### config.mk
export PLATFORM = sky130hd
export DESIGN_NAME = stamofu_iq
export DESIGN_NICKNAME = d
export VERILOG_FILES = /design/src/stamofu_pkg.sv /design/src/iq_entry_array.sv /design/src/operand_wakeup.sv /design/src/issue_select.sv /design/src/stamofu_iq.sv
export SDC_FILE = /design/constraint.sdc
export NUM_CORES = 1
export LEC_CHECK = 0
export ABC_AREA = 1
export BUFFER_PORTS_ARGS = -buffer_cell sky130_fd_sc_hd__buf_2
export CORE_MARGIN = 5
export CORE_UTILIZATION = 50
export CTS_CLUSTER_SIZE = 40
export DETAILED_ROUTE_END_ITERATION = 10
export PLACE_DENSITY_LB_ADDON = 0.08
export SETUP_SLACK_MARGIN = 0.5
export SYNTH_ARGS = -nofsm -noshare
export SYNTH_HDL_FRONTEND = slang
export SYNTH_HIERARCHICAL = 1
export SYNTH_SLANG_ARGS = --single-unit
### constraint.sdc
create_clock -name CLK -period 5.6 [get_ports CLK]
set_clock_uncertainty 0.15 [all_clocks]
set_input_delay 1.68 -clock CLK [delete_from_list [all_inputs] [get_ports CLK]]
set_output_delay 1.68 -clock CLK [all_outputs]
set_load 0.03 [all_outputs]
### src/stamofu_pkg.sv
// --------------------------------------------------------------------------
// store/amo/fence issue queue definitions
// queue sizes, tag layout, packed entry and issue formats, and the
// lowest-set-bit picker used for slot allocation and issue select
// --------------------------------------------------------------------------

`default_nettype none

package stamofu_pkg;

    localparam int IQ_ENTRIES     = 8;
    localparam int PR_COUNT_LOG   = 6;
    localparam int PRF_BANK_COUNT = 4;
    localparam int PRF_BANK_LOG   = 2;
    localparam int PR_UPPER_W     = PR_COUNT_LOG - PRF_BANK_LOG;
    localparam int ROB_INDEX_W    = 7;
    localparam int CQ_INDEX_W     = 4;
    localparam int OP_W           = 4;
    localparam int IMM_W          = 12;

    // physical register tag, bank in the low bits
    typedef struct packed {
        logic [PR_UPPER_W-1:0]   upper;
        logic [PRF_BANK_LOG-1:0] bank;
    } pr_t;

    typedef struct packed {
        pr_t  pr;
        logic ready;
        logic is_zero;
    } operand_t;

    typedef struct packed {
        logic                   is_store;
        logic                   is_amo;
        logic                   is_fence;
        logic [OP_W-1:0]        op;
        logic [IMM_W-1:0]       imm12;
        logic                   mem_aq;
        logic                   io_aq;
        logic [ROB_INDEX_W-1:0] rob_index;
        logic [CQ_INDEX_W-1:0]  cq_index;
    } op_info_t;

    typedef struct packed {
        op_info_t info;
        operand_t a;
        operand_t b;
    } iq_enq_t;

    typedef struct packed {
        logic    valid;
        iq_enq_t payload;
    } iq_entry_t;

    typedef struct packed {
        logic [PRF_BANK_COUNT-1:0]                 valid;
        logic [PRF_BANK_COUNT-1:0][PR_UPPER_W-1:0] upper;
    } wb_bus_t;

    typedef struct packed {
        op_info_t                info;
        logic                    a_forward;
        logic                    a_is_zero;
        logic [PRF_BANK_LOG-1:0] a_bank;
        logic                    b_forward;
        logic                    b_is_zero;
        logic [PRF_BANK_LOG-1:0] b_bank;
    } issue_t;

    typedef struct packed {
        logic a_valid;
        pr_t  a_pr;
        logic b_valid;
        pr_t  b_pr;
    } prf_req_t;

    // one-hot of the lowest request, plus everything at or above it
    typedef struct packed {
        logic [IQ_ENTRIES-1:0] one_hot;
        logic [IQ_ENTRIES-1:0] mask;
    } pick_t;

    function automatic pick_t pick_lsb(input logic [IQ_ENTRIES-1:0] req);
        pick_t res;
        logic  found;
        res   = '0;
        found = 1'b0;
        for (int i = 0; i < IQ_ENTRIES; i++) begin
            if (req[i] && !found) begin
                res.one_hot[i] = 1'b1;
                found          = 1'b1;
            end
            res.mask[i] = found;
        end
        return res;
    endfunction

endpackage

`default_nettype wire

### src/iq_entry_array.sv
// --------------------------------------------------------------------------
// issue queue entry array
// holds the queued ops with the oldest at index 0, allocates the lowest
// free slot on enqueue, shifts younger entries down over an issued slot
// and latches operand forwards into the ready bits
// --------------------------------------------------------------------------

`timescale 1ns/10ps
`default_nettype none

module iq_entry_array (
    input  wire                                           CLK,
    input  wire                                           nRST,

    input  wire                                           enq_valid,
    input  wire  stamofu_pkg::iq_enq_t                    enq,
    output logic                                          enq_ready,

    input  wire  [stamofu_pkg::IQ_ENTRIES-1:0]            issue_mask,
    input  wire  [stamofu_pkg::IQ_ENTRIES-1:0]            a_fwd,
    input  wire  [stamofu_pkg::IQ_ENTRIES-1:0]            b_fwd,

    output stamofu_pkg::iq_entry_t [stamofu_pkg::IQ_ENTRIES-1:0] entries
);

    import stamofu_pkg::*;

    // state
    logic    [IQ_ENTRIES-1:0] valid_q;
    iq_enq_t [IQ_ENTRIES-1:0] payload_q;

    // allocation
    logic [IQ_ENTRIES-1:0] free_vec;
    pick_t                 alloc_pick;
    logic [IQ_ENTRIES-1:0] alloc_oh;

    // one extra empty slot above the top so every slot has a source above
    logic    [IQ_ENTRIES:0] valid_ext;
    logic    [IQ_ENTRIES:0] alloc_ext;
    logic    [IQ_ENTRIES:0] a_fwd_ext;
    logic    [IQ_ENTRIES:0] b_fwd_ext;
    iq_enq_t [IQ_ENTRIES:0] payload_ext;

    // per-slot source after the compaction mux
    logic    [IQ_ENTRIES-1:0] src_valid;
    logic    [IQ_ENTRIES-1:0] src_alloc;
    logic    [IQ_ENTRIES-1:0] src_a_fwd;
    logic    [IQ_ENTRIES-1:0] src_b_fwd;
    iq_enq_t [IQ_ENTRIES-1:0] src_payload;

    logic    [IQ_ENTRIES-1:0] valid_d;
    iq_enq_t [IQ_ENTRIES-1:0] payload_d;

    // ----------------------------------------------------------------------
    // enqueue allocation

    // free space is judged on the entries present at the start of the cycle
    assign free_vec   = ~valid_q;
    assign alloc_pick = pick_lsb(free_vec);
    assign alloc_oh   = alloc_pick.one_hot & {IQ_ENTRIES{enq_valid}};
    assign enq_ready  = |free_vec;

    assign valid_ext   = {1'b0, valid_q};
    assign alloc_ext   = {1'b0, alloc_oh};
    assign a_fwd_ext   = {1'b0, a_fwd};
    assign b_fwd_ext   = {1'b0, b_fwd};
    assign payload_ext = {enq, payload_q};

    // ----------------------------------------------------------------------
    // compaction and next state

    always_comb begin
        for (int i = 0; i < IQ_ENTRIES; i++) begin
            if (issue_mask[i]) begin
                src_valid[i]   = valid_ext[i+1];
                src_alloc[i]   = alloc_ext[i+1];
                src_a_fwd[i]   = a_fwd_ext[i+1];
                src_b_fwd[i]   = b_fwd_ext[i+1];
                src_payload[i] = payload_ext[i+1];
            end else begin
                src_valid[i]   = valid_ext[i];
                src_alloc[i]   = alloc_ext[i];
                src_a_fwd[i]   = a_fwd_ext[i];
                src_b_fwd[i]   = b_fwd_ext[i];
                src_payload[i] = payload_ext[i];
            end
        end

        for (int i = 0; i < IQ_ENTRIES; i++) begin
            if (src_valid[i]) begin
                valid_d[i]           = 1'b1;
                payload_d[i]         = src_payload[i];
                // a forward seen this cycle sticks as ready
                payload_d[i].a.ready = src_payload[i].a.ready | src_a_fwd[i];
                payload_d[i].b.ready = src_payload[i].b.ready | src_b_fwd[i];
            end else begin
                // empty source, enqueue lands here if it picked that slot
                valid_d[i]   = src_alloc[i];
                payload_d[i] = enq;
            end
        end
    end

    always_ff @(posedge CLK or negedge nRST) begin
        if (!nRST) begin
            valid_q <= '0;
        end else begin
            valid_q <= valid_d;
        end
    end

    always_ff @(posedge CLK) begin
        payload_q <= payload_d;
    end

    always_comb begin
        for (int i = 0; i < IQ_ENTRIES; i++) begin
            entries[i].valid   = valid_q[i];
            entries[i].payload = payload_q[i];
        end
    end

endmodule

`default_nettype wire

### src/operand_wakeup.sv
// --------------------------------------------------------------------------
// operand wakeup
// checks every queued operand against the banked writeback bus and
// flags a same-cycle forward per entry
// --------------------------------------------------------------------------

`timescale 1ns/10ps
`default_nettype none

module operand_wakeup (
    input  wire stamofu_pkg::iq_entry_t [stamofu_pkg::IQ_ENTRIES-1:0] entries,
    input  wire stamofu_pkg::wb_bus_t                                 wb,

    output logic [stamofu_pkg::IQ_ENTRIES-1:0]                        a_fwd,
    output logic [stamofu_pkg::IQ_ENTRIES-1:0]                        b_fwd
);

    import stamofu_pkg::*;

    // the operand's bank selects which writeback lane to look at
    function automatic logic fwd_hit(input pr_t pr, input wb_bus_t bus);
        logic hit;
        hit = bus.valid[pr.bank] && (bus.upper[pr.bank] == pr.upper);
        return hit;
    endfunction

    always_comb begin
        for (int i = 0; i < IQ_ENTRIES; i++) begin
            a_fwd[i] = entries[i].valid && fwd_hit(entries[i].payload.a.pr, wb);
            b_fwd[i] = entries[i].valid && fwd_hit(entries[i].payload.b.pr, wb);
        end
    end

endmodule

`default_nettype wire

### src/issue_select.sv
// --------------------------------------------------------------------------
// issue select
// finds entries whose operands are ready, forwarding or zero, picks the
// oldest one and muxes it out with its register file read requests
// --------------------------------------------------------------------------

`timescale 1ns/10ps
`default_nettype none

module issue_select (
    input  wire stamofu_pkg::iq_entry_t [stamofu_pkg::IQ_ENTRIES-1:0] entries,
    input  wire [stamofu_pkg::IQ_ENTRIES-1:0]                         a_fwd,
    input  wire [stamofu_pkg::IQ_ENTRIES-1:0]                         b_fwd,
    input  wire                                                       pipeline_ready,

    output logic                                                      issue_valid,
    output stamofu_pkg::issue_t                                       issue,
    output stamofu_pkg::prf_req_t                                     prf_req,
    output logic [stamofu_pkg::IQ_ENTRIES-1:0]                        issue_mask
);

    import stamofu_pkg::*;

    logic [IQ_ENTRIES-1:0] valid_vec;
    logic [IQ_ENTRIES-1:0] a_ok;
    logic [IQ_ENTRIES-1:0] b_ok;
    logic [IQ_ENTRIES-1:0] issuable;
    pick_t                 issue_pick;

    // ----------------------------------------------------------------------
    // ready check and oldest-first pick

    always_comb begin
        for (int i = 0; i < IQ_ENTRIES; i++) begin
            valid_vec[i] = entries[i].valid;
            a_ok[i] = entries[i].payload.a.ready | a_fwd[i] | entries[i].payload.a.is_zero;
            b_ok[i] = entries[i].payload.b.ready | b_fwd[i] | entries[i].payload.b.is_zero;
        end
    end

    assign issuable    = {IQ_ENTRIES{pipeline_ready}} & valid_vec & a_ok & b_ok;
    assign issue_pick  = pick_lsb(issuable);
    assign issue_valid = |issuable;

    // everything at or above the picked slot shifts down one
    assign issue_mask  = issue_pick.mask;

    // ----------------------------------------------------------------------
    // one-hot output mux

    always_comb begin
        issue   = '0;
        prf_req = '0;
        for (int i = 0; i < IQ_ENTRIES; i++) begin
            if (issue_pick.one_hot[i]) begin
                issue.info      |= entries[i].payload.info;
                issue.a_forward |= a_fwd[i];
                issue.a_is_zero |= entries[i].payload.a.is_zero;
                issue.a_bank    |= entries[i].payload.a.pr.bank;
                issue.b_forward |= b_fwd[i];
                issue.b_is_zero |= entries[i].payload.b.is_zero;
                issue.b_bank    |= entries[i].payload.b.pr.bank;

                // forwarded or zero operands need no register read
                prf_req.a_valid |= ~a_fwd[i] & ~entries[i].payload.a.is_zero;
                prf_req.a_pr    |= entries[i].payload.a.pr;
                prf_req.b_valid |= ~b_fwd[i] & ~entries[i].payload.b.is_zero;
                prf_req.b_pr    |= entries[i].payload.b.pr;
            end
        end
    end

endmodule

`default_nettype wire

### src/stamofu_iq.sv
// --------------------------------------------------------------------------
// store/amo/fence issue queue
// compacting queue of memory ops, oldest at index 0; wakes operands from
// the writeback bus and issues the oldest ready op each cycle
// --------------------------------------------------------------------------

`timescale 1ns/10ps
`default_nettype none

module stamofu_iq (
    input  wire                        CLK,
    input  wire                        nRST,

    // enqueue
    input  wire                        enq_valid,
    input  wire stamofu_pkg::iq_enq_t  enq,
    output logic                       enq_ready,

    // writeback bus
    input  wire stamofu_pkg::wb_bus_t  wb,

    // issue to pipeline
    input  wire                        pipeline_ready,
    output logic                       issue_valid,
    output stamofu_pkg::issue_t        issue,
    output stamofu_pkg::prf_req_t      prf_req
);

    import stamofu_pkg::*;

    iq_entry_t [IQ_ENTRIES-1:0] entries;
    logic      [IQ_ENTRIES-1:0] a_fwd;
    logic      [IQ_ENTRIES-1:0] b_fwd;
    logic      [IQ_ENTRIES-1:0] issue_mask;

    iq_entry_array u_array (
        .CLK        (CLK),
        .nRST       (nRST),
        .enq_valid  (enq_valid),
        .enq        (enq),
        .enq_ready  (enq_ready),
        .issue_mask (issue_mask),
        .a_fwd      (a_fwd),
        .b_fwd      (b_fwd),
        .entries    (entries)
    );

    operand_wakeup u_wakeup (
        .entries (entries),
        .wb      (wb),
        .a_fwd   (a_fwd),
        .b_fwd   (b_fwd)
    );

    // select sees this cycle's forwards directly
    issue_select u_select (
        .entries        (entries),
        .a_fwd          (a_fwd),
        .b_fwd          (b_fwd),
        .pipeline_ready (pipeline_ready),
        .issue_valid    (issue_valid),
        .issue          (issue),
        .prf_req        (prf_req),
        .issue_mask     (issue_mask)
    );

endmodule

`default_nettype wire

======== After elaboration in Yosys (flattened, before gate mapping) ========
Cells that the tools add are included.
Widths: inputs -> output; s select.
storage, ports and cells
  flip-flop bits (word level) ............. 392
  logic and storage cells ................. 582
  output and inout bits ................... 56
  input bits .............................. 72
cells by class
  multiplexer cells ....................... 165
  eq/ne operators ......................... 24
  reductions and logical operators ........ 62
  bitwise logic cells ..................... 178
  $lt $le $gt $ge ......................... 16
operators by type and width
  kind                count
  $mux 48             16
  $mux 40             8
  $or 32x32->32       7
  $bmux 4 s2          16
  $mux 14             8
  $or 1x1->1          90
  $mux 1              85
  $or 6x6->6          14
  $eq 4x4->1          16
  $mux 4              16
  $lt 2x3->1 const B  16
  $logic_and 1x1->1   46
  $and 8x8->8         4
  $bmux 1 s2          16
  $not 1->1           32
  $or 2x2->2          14
  $and 1x1->1         16
  $ne 2x2->1 const B  8
  $reduce_or 8->1     2
  $logic_not 1->1     14
  $not 8->8           1

======== Longest topological paths before layout ========
  depth in word-level cells ............... 34
  gate-level depth with buffers ........... 26
  mapped depth without buffers ............ 23

======== Hierarchy ========
Netlist, hierarchy kept.
modules (own cells, without submodules)
  module          area an instance (um^2)  times used  sequential area each (um^2)  cells an instance
  iq_entry_array  16,338.2                 1           11,571.1                     1,382
  issue_select    4,167.7                  1           0.0                          913
  operand_wakeup  4,106.4                  1           0.0                          896

======== Worst setup path before layout ========
No wires, ideal clock.
  kind .................................... in2out
  from .................................... in wb[5] (netlist bit)
  to ...................................... out prf_req[0] (netlist bit)
  data required time ...................... 3.770 ns
  path slack .............................. -0.225 ns
  stages .................................. 16
  arrival time ............................ 3.995 ns
  buffers on the path ..................... 4
  cell sequence ........................... buf_4 buf_6 nand2_1 nand3_1 nand2_1 nor2_1 nor2_1 nand3_1 nor2_1 or2_2 o21ai_0 nor2_1 clkbuf_1 nand4_1 nand3_1 buf_4
RTL lines
  what             line              source
  start, declared  stamofu_iq.sv:20  input wire stamofu_pkg::wb_bus_t wb,
  end, declared    stamofu_iq.sv:26  output stamofu_pkg::prf_req_t prf_req

==> results.py <==
metrics = {
    "status": {
        "run_status": "complete, but fails checks",
        "failed_checks": "DRC, setup timing",
    },
    "grt": {
        "initial_antenna_violation_count": 2,
        "via_count_of_the_first_global_routing_pass": 24500,
        "global_route.usage.total_pct": 36.5,
        "grt.overflow.total": 0,
        "grt_start_max_net_pins": 52,
        "wire_length_of_the_first_global_routing_pass_um": 150000,
    },
    "sta": {
        "final-max-slew-violation-count": 0,
        "max_slew.worst_pin.slew_ns": 0.831,
        "finalWorstSetupSlack_ns": -0.506,
        "finalWorstPathRequiredPeriod_ns": 6.11,
        "timing.fmax_ghz": 0.164,
        "layout_worst_path_cycle_share_pct": 109,
        "rsz0062_at_grt": "yes",
        "hold_viol": 0,
        "setup_violations": 55,
        "timing.max_slew.rel_slack_pct": 44.6,
    },
    "floorplan": {
        "ios": 128,
        "rows": 81,
        "floorplan.initialDensity_pct": 50.4,
        "fp.dieArea_um2": 53800,
        "fp.coreArea_um2": 48800,
        "fp.dieW_um": 232,
        "die_height_um": 232,
    },
    "detailed_routing": {
        "routed_antenna_nets": 0,
        "drc_viols": 1,
        "firstDrtPassIters": 9,
        "wl_um": 104000,
        "dr_total_vias": 26000,
        "wl_per_cell_um": 25.1,
        "first_iter_violations": 3488,
        "drt_via_density": 6.26,
    },
    "yosys": {
        "synthesis.area_um2": 24600,
        "synth-async-reset-ratio_pct": 2.04,
        "yosys-top-cells-area": "sky130_fd_sc_hd__edfxtp_1, sky130_fd_sc_hd__nand3_1, sky130_fd_sc_hd__nand2_1",
        "post_synth_most_frequent_cells": "sky130_fd_sc_hd__nand3_1, sky130_fd_sc_hd__nand2_1, sky130_fd_sc_hd__edfxtp_1",
        "ys_seq_area_share_pct": 47.0,
        "synthesis.yosys.warnings": 6,
        "synth_cells": 3191,
        "synth-main-ff-cell": "sky130_fd_sc_hd__edfxtp_1",
        "syn-num-nets": 3263,
        "synth-edff-count": 368,
        "postSynthRegisterBits": 392,
        "post_synth.cell_area_avg_um2": 7.71,
        "netlist.area_leader.share_pct": 44.9,
        "synthMostInstantiatedCell": "sky130_fd_sc_hd__nand3_1",
        "post_synth_num_cell_types": 41,
        "synth_largest_area_cell": "sky130_fd_sc_hd__edfxtp_1",
    },
    "final_layout": {
        "layout-area-overhead-vs-synth_pct": 31.1,
        "num-nets-final": 3519,
        "fin_area_um2": 32300,
        "layout.cells.non_filler": 4148,
        "fraction_of_final_layout_cells_with_drive_strength_greater_than_1_pct": 26.8,
    },
    "clocking": {
        "clkSinkCount": 392,
        "cts_root_buf": "sky130_fd_sc_hd__clkbuf_16",
        "clock_insertion_delay_worst_skew_ns": 0.60,
        "cts_tree": "built",
        "h-tree-depth": 2,
        "clkTransAtPathRegs_ns": 0.06,
        "cts_inserted_buffers": 45,
        "ctsLongestPathBuffers": 3,
    },
    "worst_setup_path": {
        "critPathLaunchType": "input port",
        "cp_slowest_stage_delay_ns": 0.23,
        "critical_path.reg2reg.startpoint": "u_array/entries[10]",
        "setup_slack_of_the_most_critical_reg_to_reg_path_ns": 0.90,
        "critical_path.slowest_cell": "sky130_fd_sc_hd__nor2_4",
        "timing.critical_path.mode_cell": "sky130_fd_sc_hd__buf_6",
        "cp-end-kind": "output pin",
        "critical_path_arrival_ns": 4.28,
        "timing.critical_path.max_delay_family": "simple AND/OR/NAND/NOR gates",
        "startpoint": "wb[11]",
        "critical_path.n_buffers_inverters": 9,
        "path_class": "input port to output pin",
        "critPathRequiredTime_ns": 3.77,
        "critical_path_peak_fanout": 7,
        "timing.critical_path.cells": "buf_6 > buf_4 > buf_6 > nand2_1 > nand3_1 > nand2_1 > or2_1 > nand3_1 > nor2_1 > buf_4 > nor2_1 > inv_1 > o211ai_4 > nand3b_1 > buf_6 > buf_12 > buf_12 > nor2_4 > nor2_4 > nand3_4 > buf_6",
    },
    "placed_design": {
        "placedInstanceArea_um2": 27600,
        "place_inst": 3986,
        "place_congestion": 1.00,
        "numPortBuffers": 127,
        "post-dp-hpwl_um": 67900,
        "detailedPlace.worstSlack_ns": -1.08,
    },
    "min_path": {
        "worstHoldStart": "u_array/entries[9]",
        "hold_class": "flip-flop to flip-flop",
    },
    "pwr": {
        "p_per_area_nw_per_um2": 538,
        "seq_power_share_pct": 30.0,
        "internal-power_w": 0.00940,
        "leak_nw": 13.7,
        "p_sw_share_pct": 45.8,
        "combPwrFrac_pct": 53.6,
        "total_power_w": 0.0174,
        "power.switching_w": 0.00795,
        "share_clk_of_total_power_pct": 16.5,
        "max-vdd-ir-drop_mv": 0.764,
    },
    "job": {
        "max-cap-violations": 0,
    },
}
==> area by class of cell <==
cell class	count	area, um^2
Tap cell	664	831
Antenna cell	1	2.50
Clock inverter	24	190
Sequential cell	392	11600
Clock buffer	59	1220
Timing Repair Buffer	451	5080
Fill cell	4054	16600
Inverter	255	986
Multi-Input combinational cell	2302	12400
==> placed cells by master (no fill, tap or decap), types with 16 or more instances in the layout <==
cell	count
sky130_fd_sc_hd__nand4_1	60
sky130_fd_sc_hd__clkbuf_16	54
sky130_fd_sc_hd__nand2_2	69
sky130_fd_sc_hd__buf_2	53
sky130_fd_sc_hd__buf_4	193
sky130_fd_sc_hd__nand3b_1	18
sky130_fd_sc_hd__nor2_1	209
sky130_fd_sc_hd__nand3_2	121
sky130_fd_sc_hd__nor2_4	55
sky130_fd_sc_hd__o21ai_0	337
sky130_fd_sc_hd__buf_12	79
sky130_fd_sc_hd__dfxtp_1	16
sky130_fd_sc_hd__nand2_1	565
sky130_fd_sc_hd__edfxtp_1	368
sky130_fd_sc_hd__inv_1	221
sky130_fd_sc_hd__buf_6	92
sky130_fd_sc_hd__inv_2	24
sky130_fd_sc_hd__nand3_1	670
sky130_fd_sc_hd__nor2_2	79
sky130_fd_sc_hd__nand3_4	20
==> worst min-delay path, delay by kind of cell, from the launching register on <==
kind	cells	cell delay, ns
and+or+nand+nor	2	0.15
DFF	1	0.33
==> per-layer routing <==
layer	wire, um	up-vias	part of all wire, %	track usage (%)
met5	13	-	0.013	0
met1	38500	12400	37	47.6
met2	47800	1800	46	58.8
met4	6190	2	5.9	17.7
li1	-	11400	-	-
met3	11600	374	11	6.99
==> cell families after synthesis <==
logic type                after synthesis  synth area share (%)
AOI/OAI and AO/OA                     387                  8.13
DFF                                   392                  47.0
xor gates and xnor gates                9                 0.442
buffers and inverters                 497                  9.61
and+or+nand+nor                      1906                  34.8
==> power by group through the flow <==
stage | Sequential (W) | Clock (W) | Combinational (W)
finish | 0.00520 | 0.00286 | 0.00929
global route | 0.00527 | 0.00301 | 0.00967
CTS | 0.00516 | 0.00288 | 0.00844
detailed placement | 0.00520 | 0 | 0.00712
global placement | 0.00517 | 0 | 0.00706
floorplan | 0.00485 | 0 | 0.00450
==> per-stage QoR <==
step / setup TNS (ns) / hold WS [ns] / util, %
final: -23.99 / 0.360 / 66.0
after global routing: -28.34 / 0.416 / 66.0
after CTS: -19.89 / 0.358 / 63.7
after detailed placement: -66.91 / 0.345 / 56.4
after global placement: -61.57 / 0.324 / 56.4
after floorplan: 0 / 0.314 / -
==> path summary, 6_finish.rpt <==
path,to,cells past startpoint
min reg2reg,u_array/entries[9],2
max reg2reg,u_array/entries[355],28
min,u_array/entries[9],2
max in group asynchronous,u_array/valid_q[3],1
max,prf_req[1],21
min in group asynchronous,u_array/valid_q[2],1
==> flip-flops by register name (all words and copies together), names as in the netlist <==
signal	count
u_array/valid_q	8
u_array/entries	384
==> timing repair <==
item / 4_1_cts / 5_1_grt
pin swaps: 74 / 129
hold buffers: 0 / 0
setup buffers: 38 / 19
setup endpoints to repair: 198 / 180
gates resized for setup: 410 / 208
cloned: 13 / 8
Note: power is estimated with default switching activity, not from simulation.
